--- config.mk ---
export PLATFORM = sky130hd
export DESIGN_NAME = sdp_wdma_intr
export DESIGN_NICKNAME = d
export VERILOG_FILES = /design/src/rtl/sdp_wdma_cfg_pkg.sv /design/src/rtl/sdp_wdma_if_pkg.sv /design/src/rtl/sdp_wdma_intr_queue.sv /design/src/rtl/sdp_wdma_done_intr.sv /design/src/rtl/sdp_wdma_stall_cnt.sv /design/src/rtl/sdp_wdma_intr.sv
export SDC_FILE = /design/constraint.sdc
export NUM_CORES = 1
export LEC_CHECK = 0
export BUFFER_PORTS_ARGS = -buffer_cell sky130_fd_sc_hd__buf_2
export CAP_MARGIN = 10
export CELL_PAD_IN_SITES_DETAIL_PLACEMENT = 2
export CELL_PAD_IN_SITES_GLOBAL_PLACEMENT = 2
export CORE_ASPECT_RATIO = 1.25
export CORE_UTILIZATION = 30
export CTS_BUF_LIST = sky130_fd_sc_hd__clkbuf_16
export CTS_CLUSTER_DIAMETER = 100
export CTS_CLUSTER_SIZE = 8
export DETAILED_ROUTE_END_ITERATION = 10
export PLACE_DENSITY_LB_ADDON = 0.1
export SYNTH_ARGS = -nofsm -noshare
export SYNTH_HDL_FRONTEND = slang
export SYNTH_SLANG_ARGS = --single-unit
--- constraint.sdc ---
create_clock -name nvdla_core_clk -period 1.8 [get_ports nvdla_core_clk]
set_input_delay 0.18 -clock nvdla_core_clk [delete_from_list [all_inputs] [get_ports nvdla_core_clk]]
set_output_delay 0.18 -clock nvdla_core_clk [all_outputs]
set_load 0.05 [all_outputs]
--- src/rtl/sdp_wdma_cfg_pkg.sv ---
// ========================================
// static register fields seen by the wdma
// done-interrupt and stall statistic logic
// ========================================
package sdp_wdma_cfg_pkg;

  // element-wise alu algorithm field
  typedef enum logic [1:0] {
    ALGO_MAX = 2'd0,
    ALGO_MIN = 2'd1,
    ALGO_SUM = 2'd2,
    // equal mode, no memory write follows
    ALGO_EQL = 2'd3
  } ew_alu_algo_e;

  // output destination of the datapath
  typedef enum logic [0:0] {
    DST_MEM = 1'b0,
    // straight to pooling engine
    DST_PDP = 1'b1
  } output_dst_e;

  // register group fields, static while a layer is pending
  typedef struct packed {
    logic         ew_bypass;
    logic         ew_alu_bypass;
    ew_alu_algo_e ew_alu_algo;
    output_dst_e  output_dst;
    // operation enable
    logic         op_en;
    // dma perf counting enable
    logic         perf_dma_en;
  } wdma_cfg_t;

endpackage

--- src/rtl/sdp_wdma_if_pkg.sv ---
// ========================================
// datapath and dma side types
// ========================================
package sdp_wdma_if_pkg;

  // selects ping-pong register group 0 or 1
  typedef logic [0:0] layer_ptr_t;

  // one pulse bit per register group
  typedef logic [1:0] done_intr_t;

  // stall performance counter value
  typedef logic [31:0] stall_cnt_t;

  // interrupt request from datapath, one strobe per finished layer
  typedef struct packed {
    logic       pvld;
    layer_ptr_t ptr;
  } intr_req_t;

  // dma engine write status strobes
  typedef struct packed {
    logic req_vld;
    logic req_rdy;
    // last write of a layer done, in request order
    logic rsp_complete;
  } dma_wr_status_t;

endpackage

--- src/rtl/sdp_wdma_intr_queue.sv ---
module sdp_wdma_intr_queue import sdp_wdma_if_pkg::*; #(
  parameter int INTR_QUEUE_DEPTH = 4
) (
  input  logic       nvdla_core_clk,
  input  logic       nvdla_core_rstn,
  input  logic       push_i,
  input  layer_ptr_t push_ptr_i,
  input  logic       pop_i,
  output layer_ptr_t head_o
);

  localparam int IDX_W = $clog2(INTR_QUEUE_DEPTH);
  localparam int CNT_W = $clog2(INTR_QUEUE_DEPTH + 1);

  // pointer storage, payload only
  layer_ptr_t       ptr_mem [INTR_QUEUE_DEPTH];
  logic [IDX_W-1:0] wr_idx;
  logic [IDX_W-1:0] rd_idx;
  logic [CNT_W-1:0] occ_cnt;
  logic             empty;
  logic             full;

  // circular increment, depth need not be a power of two
  function automatic logic [IDX_W-1:0] idx_inc(input logic [IDX_W-1:0] idx);
    if (idx == IDX_W'(INTR_QUEUE_DEPTH - 1)) begin
      return '0;
    end
    return idx + IDX_W'(1);
  endfunction

  assign empty = (occ_cnt == '0);
  assign full  = (occ_cnt == CNT_W'(INTR_QUEUE_DEPTH));

  // ========================================
  // write side
  // ========================================
  always_ff @(posedge nvdla_core_clk) begin
    if (push_i) begin
      ptr_mem[wr_idx] <= push_ptr_i;
    end
  end

  // indices and occupancy
  always_ff @(posedge nvdla_core_clk or negedge nvdla_core_rstn) begin
    if (!nvdla_core_rstn) begin
      wr_idx  <= '0;
      rd_idx  <= '0;
      occ_cnt <= '0;
    end else begin
      if (push_i) begin
        wr_idx <= idx_inc(wr_idx);
      end
      if (pop_i) begin
        rd_idx <= idx_inc(rd_idx);
      end
      // push and pop together leave the count alone
      case ({push_i, pop_i})
        2'b10:   occ_cnt <= occ_cnt + CNT_W'(1);
        2'b01:   occ_cnt <= occ_cnt - CNT_W'(1);
        default: occ_cnt <= occ_cnt;
      endcase
    end
  end

  // ========================================
  // read side
  // ========================================
  // oldest pointer, valid while not empty
  assign head_o = ptr_mem[rd_idx];

  // completion must find its layer already queued
  a_no_pop_empty: assert property (
    @(posedge nvdla_core_clk) disable iff (!nvdla_core_rstn)
    !(pop_i && empty)
  ) else $error("write completion with no pending layer");

  // more finished layers than the queue can hold
  a_no_push_full: assert property (
    @(posedge nvdla_core_clk) disable iff (!nvdla_core_rstn)
    !(push_i && full && !pop_i)
  ) else $error("layer pointer pushed into full queue");

endmodule

--- src/rtl/sdp_wdma_done_intr.sv ---
module sdp_wdma_done_intr import sdp_wdma_cfg_pkg::*, sdp_wdma_if_pkg::*; (
  input  logic       nvdla_core_clk,
  input  logic       nvdla_core_rstn,
  input  wdma_cfg_t  cfg_i,
  input  intr_req_t  intr_req_i,
  input  logic       wr_complete_i,
  input  layer_ptr_t queue_head_i,
  output logic       queue_push_o,
  output layer_ptr_t queue_push_ptr_o,
  output done_intr_t done_intr_o
);

  logic       cfg_mode_eql;
  logic       cfg_mode_pdp;
  logic       cfg_mode_quiet;
  // pulses raised straight from the request
  done_intr_t intr_internal;
  // pulses raised from a write completion
  done_intr_t intr_wr;
  done_intr_t done_intr_q;

  // ========================================
  // quiet mode decode
  // ========================================
  // element-wise equal, result goes nowhere in memory
  assign cfg_mode_eql = (cfg_i.ew_bypass == 1'b0)
                      & (cfg_i.ew_alu_bypass == 1'b0)
                      & (cfg_i.ew_alu_algo == ALGO_EQL);
  // pooling engine takes the output directly
  assign cfg_mode_pdp = (cfg_i.output_dst == DST_PDP);
  assign cfg_mode_quiet = cfg_mode_eql | cfg_mode_pdp;

  // ========================================
  // request routing
  // ========================================
  // normal mode waits for the last write
  assign queue_push_o     = intr_req_i.pvld & ~cfg_mode_quiet;
  assign queue_push_ptr_o = intr_req_i.ptr;

  // per register group pulse sources
  always_comb begin
    for (int i = 0; i < $bits(done_intr_t); i++) begin
      intr_internal[i] = cfg_mode_quiet & intr_req_i.pvld
                       & (intr_req_i.ptr == layer_ptr_t'(i));
      // head names the layer this completion retires
      intr_wr[i] = wr_complete_i & (queue_head_i == layer_ptr_t'(i));
    end
  end

  // ========================================
  // registered done pulses
  // ========================================
  always_ff @(posedge nvdla_core_clk or negedge nvdla_core_rstn) begin
    if (!nvdla_core_rstn) begin
      done_intr_q <= '0;
    end else begin
      done_intr_q <= intr_wr | intr_internal;
    end
  end

  assign done_intr_o = done_intr_q;

  // a queued layer and a quiet layer on one group would merge into one pulse
  a_no_intr_overlap: assert property (
    @(posedge nvdla_core_clk) disable iff (!nvdla_core_rstn)
    (intr_wr & intr_internal) == '0
  ) else $error("write and quiet done interrupt hit the same group");

endmodule

--- src/rtl/sdp_wdma_stall_cnt.sv ---
module sdp_wdma_stall_cnt import sdp_wdma_cfg_pkg::*, sdp_wdma_if_pkg::*; (
  input  logic       nvdla_core_clk,
  input  logic       nvdla_core_rstn,
  input  wdma_cfg_t  cfg_i,
  input  logic       dma_wr_req_vld_i,
  input  logic       dma_wr_req_rdy_i,
  input  logic       op_load_i,
  output stall_cnt_t stall_cnt_o
);

  logic       stall_cnt_cen;
  logic       stall_cnt_inc;
  logic       stall_cnt_clr;
  stall_cnt_t stall_cnt_nxt;
  stall_cnt_t stall_cnt_q;

  // ========================================
  // perf statistic control
  // ========================================
  // count only with op and perf both on
  assign stall_cnt_cen = cfg_i.op_en & cfg_i.perf_dma_en;
  // request offered but dma not ready
  assign stall_cnt_inc = dma_wr_req_vld_i & ~dma_wr_req_rdy_i;
  // new operation restarts the statistic
  assign stall_cnt_clr = op_load_i;

  // clear wins over increment, wraps at 32 bits
  always_comb begin
    if (stall_cnt_clr) begin
      stall_cnt_nxt = '0;
    end else if (stall_cnt_inc) begin
      stall_cnt_nxt = stall_cnt_q + stall_cnt_t'(1);
    end else begin
      stall_cnt_nxt = stall_cnt_q;
    end
  end

  // disabled counter holds, op_load ignored too
  always_ff @(posedge nvdla_core_clk or negedge nvdla_core_rstn) begin
    if (!nvdla_core_rstn) begin
      stall_cnt_q <= '0;
    end else if (stall_cnt_cen) begin
      stall_cnt_q <= stall_cnt_nxt;
    end
  end

  // register read straight out
  assign stall_cnt_o = stall_cnt_q;

endmodule

--- src/rtl/sdp_wdma_intr.sv ---
module sdp_wdma_intr import sdp_wdma_cfg_pkg::*, sdp_wdma_if_pkg::*; #(
  parameter int INTR_QUEUE_DEPTH = 4
) (
  input  logic           nvdla_core_clk,
  input  logic           nvdla_core_rstn,
  input  wdma_cfg_t      cfg_i,
  input  intr_req_t      intr_req_i,
  input  dma_wr_status_t dma_wr_i,
  input  logic           op_load_i,
  output done_intr_t     done_intr_o,
  output stall_cnt_t     wdma_stall_o
);

  // done_intr to queue
  logic       queue_push;
  layer_ptr_t queue_push_ptr;
  // queue head back to done_intr
  layer_ptr_t queue_head;

  // ========================================
  // done interrupt
  // ========================================
  sdp_wdma_done_intr u_done_intr (
    .nvdla_core_clk   (nvdla_core_clk),
    .nvdla_core_rstn  (nvdla_core_rstn),
    .cfg_i            (cfg_i),
    .intr_req_i       (intr_req_i),
    .wr_complete_i    (dma_wr_i.rsp_complete),
    .queue_head_i     (queue_head),
    .queue_push_o     (queue_push),
    .queue_push_ptr_o (queue_push_ptr),
    .done_intr_o      (done_intr_o)
  );

  // completion retires the oldest pending layer
  sdp_wdma_intr_queue #(
    .INTR_QUEUE_DEPTH (INTR_QUEUE_DEPTH)
  ) u_intr_queue (
    .nvdla_core_clk  (nvdla_core_clk),
    .nvdla_core_rstn (nvdla_core_rstn),
    .push_i          (queue_push),
    .push_ptr_i      (queue_push_ptr),
    .pop_i           (dma_wr_i.rsp_complete),
    .head_o          (queue_head)
  );

  // ========================================
  // perf statistic
  // ========================================
  sdp_wdma_stall_cnt u_stall_cnt (
    .nvdla_core_clk   (nvdla_core_clk),
    .nvdla_core_rstn  (nvdla_core_rstn),
    .cfg_i            (cfg_i),
    .dma_wr_req_vld_i (dma_wr_i.req_vld),
    .dma_wr_req_rdy_i (dma_wr_i.req_rdy),
    .op_load_i        (op_load_i),
    .stall_cnt_o      (wdma_stall_o)
  );

endmodule

# Word level (Yosys, flattened, before mapping)
# Memory sizes are Yosys's and may differ from the RTL's.
# Index checks and enable logic that the tools add are counted.
[classes]
addsub = 3
multipliers = 0
n_div = 0
magnitude_cmp = 0
n_eq_ne = 3
shift = 0
n_mux = 12
bitwise_logic = 18
reduce_logical = 2
[ops]
columns = ["op", "n"]
rows = [
  ["32-bit two-way mux", 2],
  ["32-bit by 1-bit adder with 32-bit output, second input constant", 1],
  ["1-bit bitwise AND", 10],
  ["2-bit two-way mux", 4],
  ["2-bit equality test, second input constant", 3],
  ["1-bit two-way mux", 6],
  ["1-bit inverter", 6],
  ["2-bit by 1-bit adder with 2-bit output, second input constant", 2],
  ["2-bit OR", 1],
  ["2-bit AND reduction", 1],
  ["2-bit nonzero test", 1],
  ["1-bit OR", 1],
]
[word_totals]
ff_bits = 38
latch_bits = 0
ramBits = 4
mem_bits_ro = 0
in_bits = 15
output_inout_bits = 34
wordCells = 43
n_memories = 1
[mem_list]
columns = ["memory", "depth", "width", "rd", "rd_clocked_by_memory_dff", "wr", "line_no", "source"]
rows = [
  ["u_intr_queue.ptr_mem", 4, 1, 1, 0, 1, "sdp_wdma_intr_queue.sv:16", "layer_ptr_t ptr_mem [INTR_QUEUE_DEPTH];"],
]

# Depth between registers and ports, before layout
[logic_depth]
ltp_word = 8
ltp_mapped = 6
ltp_nobuf = 5

# By module
# Synthesis repeated with hierarchy kept, for this count alone.
[hier_totals]
hier_cells = 216
area_unflattened_um2 = 2242.2
[by_module_without_submodules]
columns = ["mod", "instances", "cells_each", "area_per_inst_um2", "seq_area_each_um2"]
rows = [
  ["sdp_wdma_stall_cnt", 1, 177, 1727.9, 800.8],
  ["sdp_wdma_intr_queue", 1, 27, 391.6, 220.2],
  ["sdp_wdma_done_intr", 1, 12, 122.6, 50.0],
]

# Worst setup path after synthesis
# No wires, ideal clock.
[synth_timing]
kind = "register to register"
start = "reg u_stall_cnt.stall_cnt_q[0] (netlist: u_stall_cnt.stall_cnt_o[0])"
end = "reg u_stall_cnt.stall_cnt_q[20] (netlist: u_stall_cnt.stall_cnt_o[20])"
setup_time_ns = 0.078
arrival_ns = 1.956
required_ns = 1.722
path_slack_ns = -0.234
stages_incl_launch_ff = 7
path_buffers = 1
synth_period_minus_slack_ns = 2.034
cell_sequence = "dfrtp_1 -> ha_1 -> and3_2 -> o211ai_2 -> buf_6 -> or4_1 -> a21oi_1"
[synth_via]
elab_chain_cells = 3
[synth_rtl]
columns = ["item", "line_no", "source"]
rows = [
  ["start: declaration", "sdp_wdma_stall_cnt.sv:15", "stall_cnt_t stall_cnt_q;"],
  ["start signal: assignment", "sdp_wdma_stall_cnt.sv:43", "stall_cnt_q <= stall_cnt_nxt;"],
  ["32-bit by 1-bit adder with 32-bit output", "sdp_wdma_stall_cnt.sv:32", "stall_cnt_nxt = stall_cnt_q + stall_cnt_t'(1);"],
  ["32-bit two-way mux", "sdp_wdma_stall_cnt.sv:31", "end else if (stall_cnt_inc) begin"],
  ["32-bit two-way mux", "sdp_wdma_stall_cnt.sv:29", "if (stall_cnt_clr) begin"],
]
# No other way between the ends. The select of a mux whose other input is x is not followed.
# A chain may end at the register's enable or synchronous reset.

# Worst setup path in the final report
[layout_timing]
start = "reg u_stall_cnt.stall_cnt_q[11] (netlist: u_stall_cnt.stall_cnt_o[11])"
end = "reg u_stall_cnt.stall_cnt_q[18] (netlist: u_stall_cnt.stall_cnt_o[18])"
# Same word-level chain as after synthesis.

==> out/qor.yml <==
drt:
  via_per_inst: 5.60
  dr.pass1.iters: 4
  wl_met1_mm: 3.38
  wl_met3_um: 245
  antenna_left: 0
  drt_iter0_markers: 97
  route.detailed.drc: 0
  wl_per_cell_um: 19.2
  dr_wl_met2_mm: 4.18
  drt_wl_total_mm: 7.87
  top_layer_used: "met4"
  via_count: 2302
clock_tree:
  cts.path.max_buffers: 2
  clk_pin_slew_ns: 0.07
  cts_buffers: 5
  cts_tree: "done"
  clock_sinks: 42
  clockRootBuffer: "clkbuf_16"
  clock_latency_ns: 0.29
  htreeDepth: 2
yosys:
  seq_area_frac_synth: 0.456
  yosysWarnings: 0
  synth_nets: 256
  synth_edf_count: 4
  synth_area_leader_cell: "dfrtp_1"
  netlist_instances: 235
  synth_area_leaders: "dfrtp_1, edfxtp_1, o31ai_1"
  synth_area_per_cell_um2: 9.99
  syn_area_mm2: 0.00235
  synth_top_area_share: 0.405
  ys_ff_latch: 42
  dominantRegCellSynth: "dfrtp_1"
  synth.distinct_cells: 47
  synthArstFlopShare: 0.905
power:
  finalPower_mw: 2.39
  leakage_nw: 1.40
  peakVddDrop_v: 0.000553
  power_density_mw_per_mm2: 747
setup_path:
  path_cells: "and4_1 > nand2_1 > buf_4 > or4_1 > a21oi_1"
  path_max_fanout: 12
  path_delay_family: "simple AND/OR/NAND/NOR gates"
  slowest_delay_ns: 0.48
  cp.buffers_inverters: 1
  cp.arrival_ns: 1.95
  crit_path_start_kind: "flip-flop"
  required_ns: 2.00
  crit_slowest_cell: "or4_1"
  cp-end-kind: "flip-flop"
  path_class: "flip-flop to flip-flop"
timing:
  hold_slack_ns: 0.151
  slew_headroom: 0.667
  setup_viol: 0
  tns_ns: 0
  fin_crit_ns: 1.74
  skew_ns: 0.00400
  setup_ws_ns: 0.0564
  hold_violations: 0
  slew_viol_final: 0
  finalCritPeriodShare: 0.969
  worst_slew_pin_slew_ns: 0.499
  timing.fmax_mhz: 574
placement:
  place_congestion: 0.775
  port_buffers: 48
  place_inst: 393
  pre_cts_slack_ns: -0.00615
  dp_hpwl_mm: 5.47
  dpl_cell_area_mm2: 0.00292
run:
  cap_violations: 0
cells_and_area:
  area_growth_pct: 36.2
  utilization: 0.427
  drive_gt1_frac: 0.414
  final_cells: 411
  fin_area_mm2: 0.00320
  final_cell_mix: "buf_2, buf_4, nand2_1, a21oi_1, dfrtp_2"
  nNetsFinal: 339
  fillers: 803
  num_antenna_cells: 0
  mostFrequentLayoutCell: "buf_2"
floorplanning:
  core_mm2: 0.00749
  die_h_um: 101
  io_pins: 49
  rows: 35
  die_x_um: 81.1
  start_util: 0.314
  dieArea_mm2: 0.00819
grt:
  grt_pass1_vias: 2367
  grt_util_all_layers: 0.189
  grt_pass1_wl_mm: 11.8
  antenna_found_initial: 0
  grt-ovfl-total: 0
  grt_max_degree: 21
min_path:
  hold_path.class: "primary input to flip-flop"
run_status:
  run_status: "completed"
-- layer usage --
| layer | track usage | up-vias |
|---|---|---|
| li1 | - | 1067 |
| met1 | 0.230 | 1188 |
| met2 | 0.341 | 42 |
| met3 | 0.0317 | 5 |
| met4 | 0.0453 | 0 |
| met5 | 0 | - |
-- final timing paths --
kind | start | to | slack [ns] | cells after the start
worst max-delay path | u_stall_cnt.stall_cnt_o[11] | u_stall_cnt.stall_cnt_o[18] | 0.06 | 5
worst min-delay path | intr_req_i[0] | u_intr_queue.ptr_mem[0] | 0.15 | 1
worst max register to register | u_stall_cnt.stall_cnt_o[11] | u_stall_cnt.stall_cnt_o[18] | 0.06 | 5
worst min register to register | u_stall_cnt.stall_cnt_o[3] | u_stall_cnt.stall_cnt_o[3] | 0.51 | 1
max in group asynchronous | nvdla_core_rstn | u_stall_cnt.stall_cnt_o[0] | 0.91 | 3
min in group asynchronous | nvdla_core_rstn | u_stall_cnt.stall_cnt_o[6] | 0.39 | 2
-- power breakdown --
| group | switching [mW] | internal, mW |
|---|---|---|
| clock | 0.400 | 0.514 |
| combinational | 0.218 | 0.158 |
| sequential | 0.0673 | 1.03 |
-- kinds of logic after synthesis --
logic type                 synth area share
DFF                                   0.456
xor gates and xnor gates            0.00746
adders and majority gates            0.0320
muxes                                0.0458
buffers and inverters                0.0426
AOI/OAI and AO/OA                     0.181
and+or+nand+nor                       0.235
-- area by class of cell --
type / instances / area (um^2) / area share
inverters: 8 / 30.0 / 0.00939
clock buffers: 5 / 125 / 0.0391
multi-input cells: 176 / 1270 / 0.398
repair buffers: 85 / 537 / 0.168
flip-flops and latches: 42 / 1100 / 0.343
clock inverters: 3 / 21.3 / 0.00665
well taps: 92 / 115 / 0.0360
-- synth_stat cells, drive strengths merged, types with 4 or more instances --
cell type / instances
a21oi: 20
and2: 7
and3: 7
and4: 5
buf: 6
clkbuf: 6
dfrtp: 38
edfxtp: 4
ha: 6
inv: 8
mux2: 4
mux2i: 4
nand2: 22
nand2b: 4
nand3: 9
nand4: 9
nor2: 10
o21ai: 9
o31ai: 14
or4: 14
-- state kept, by name, summed over array words and instances, names as in the netlist --
signal                   count
u_done_intr.done_intr_o      2
u_intr_queue.ptr_mem         4
u_stall_cnt.stall_cnt_o     32
u_intr_queue.wr_idx          2
u_intr_queue.rd_idx          2
-- repair_timing --
item	4_1_cts	5_1_grt
setup endpoints to repair	1	11
gates cloned	0	3
gates resized for setup	1	5
setup buffers	0	6
pin swaps	0	3
hold buffers	1	0
hold endpoints to repair	18	0
Power figures use the tool's default switching activity.
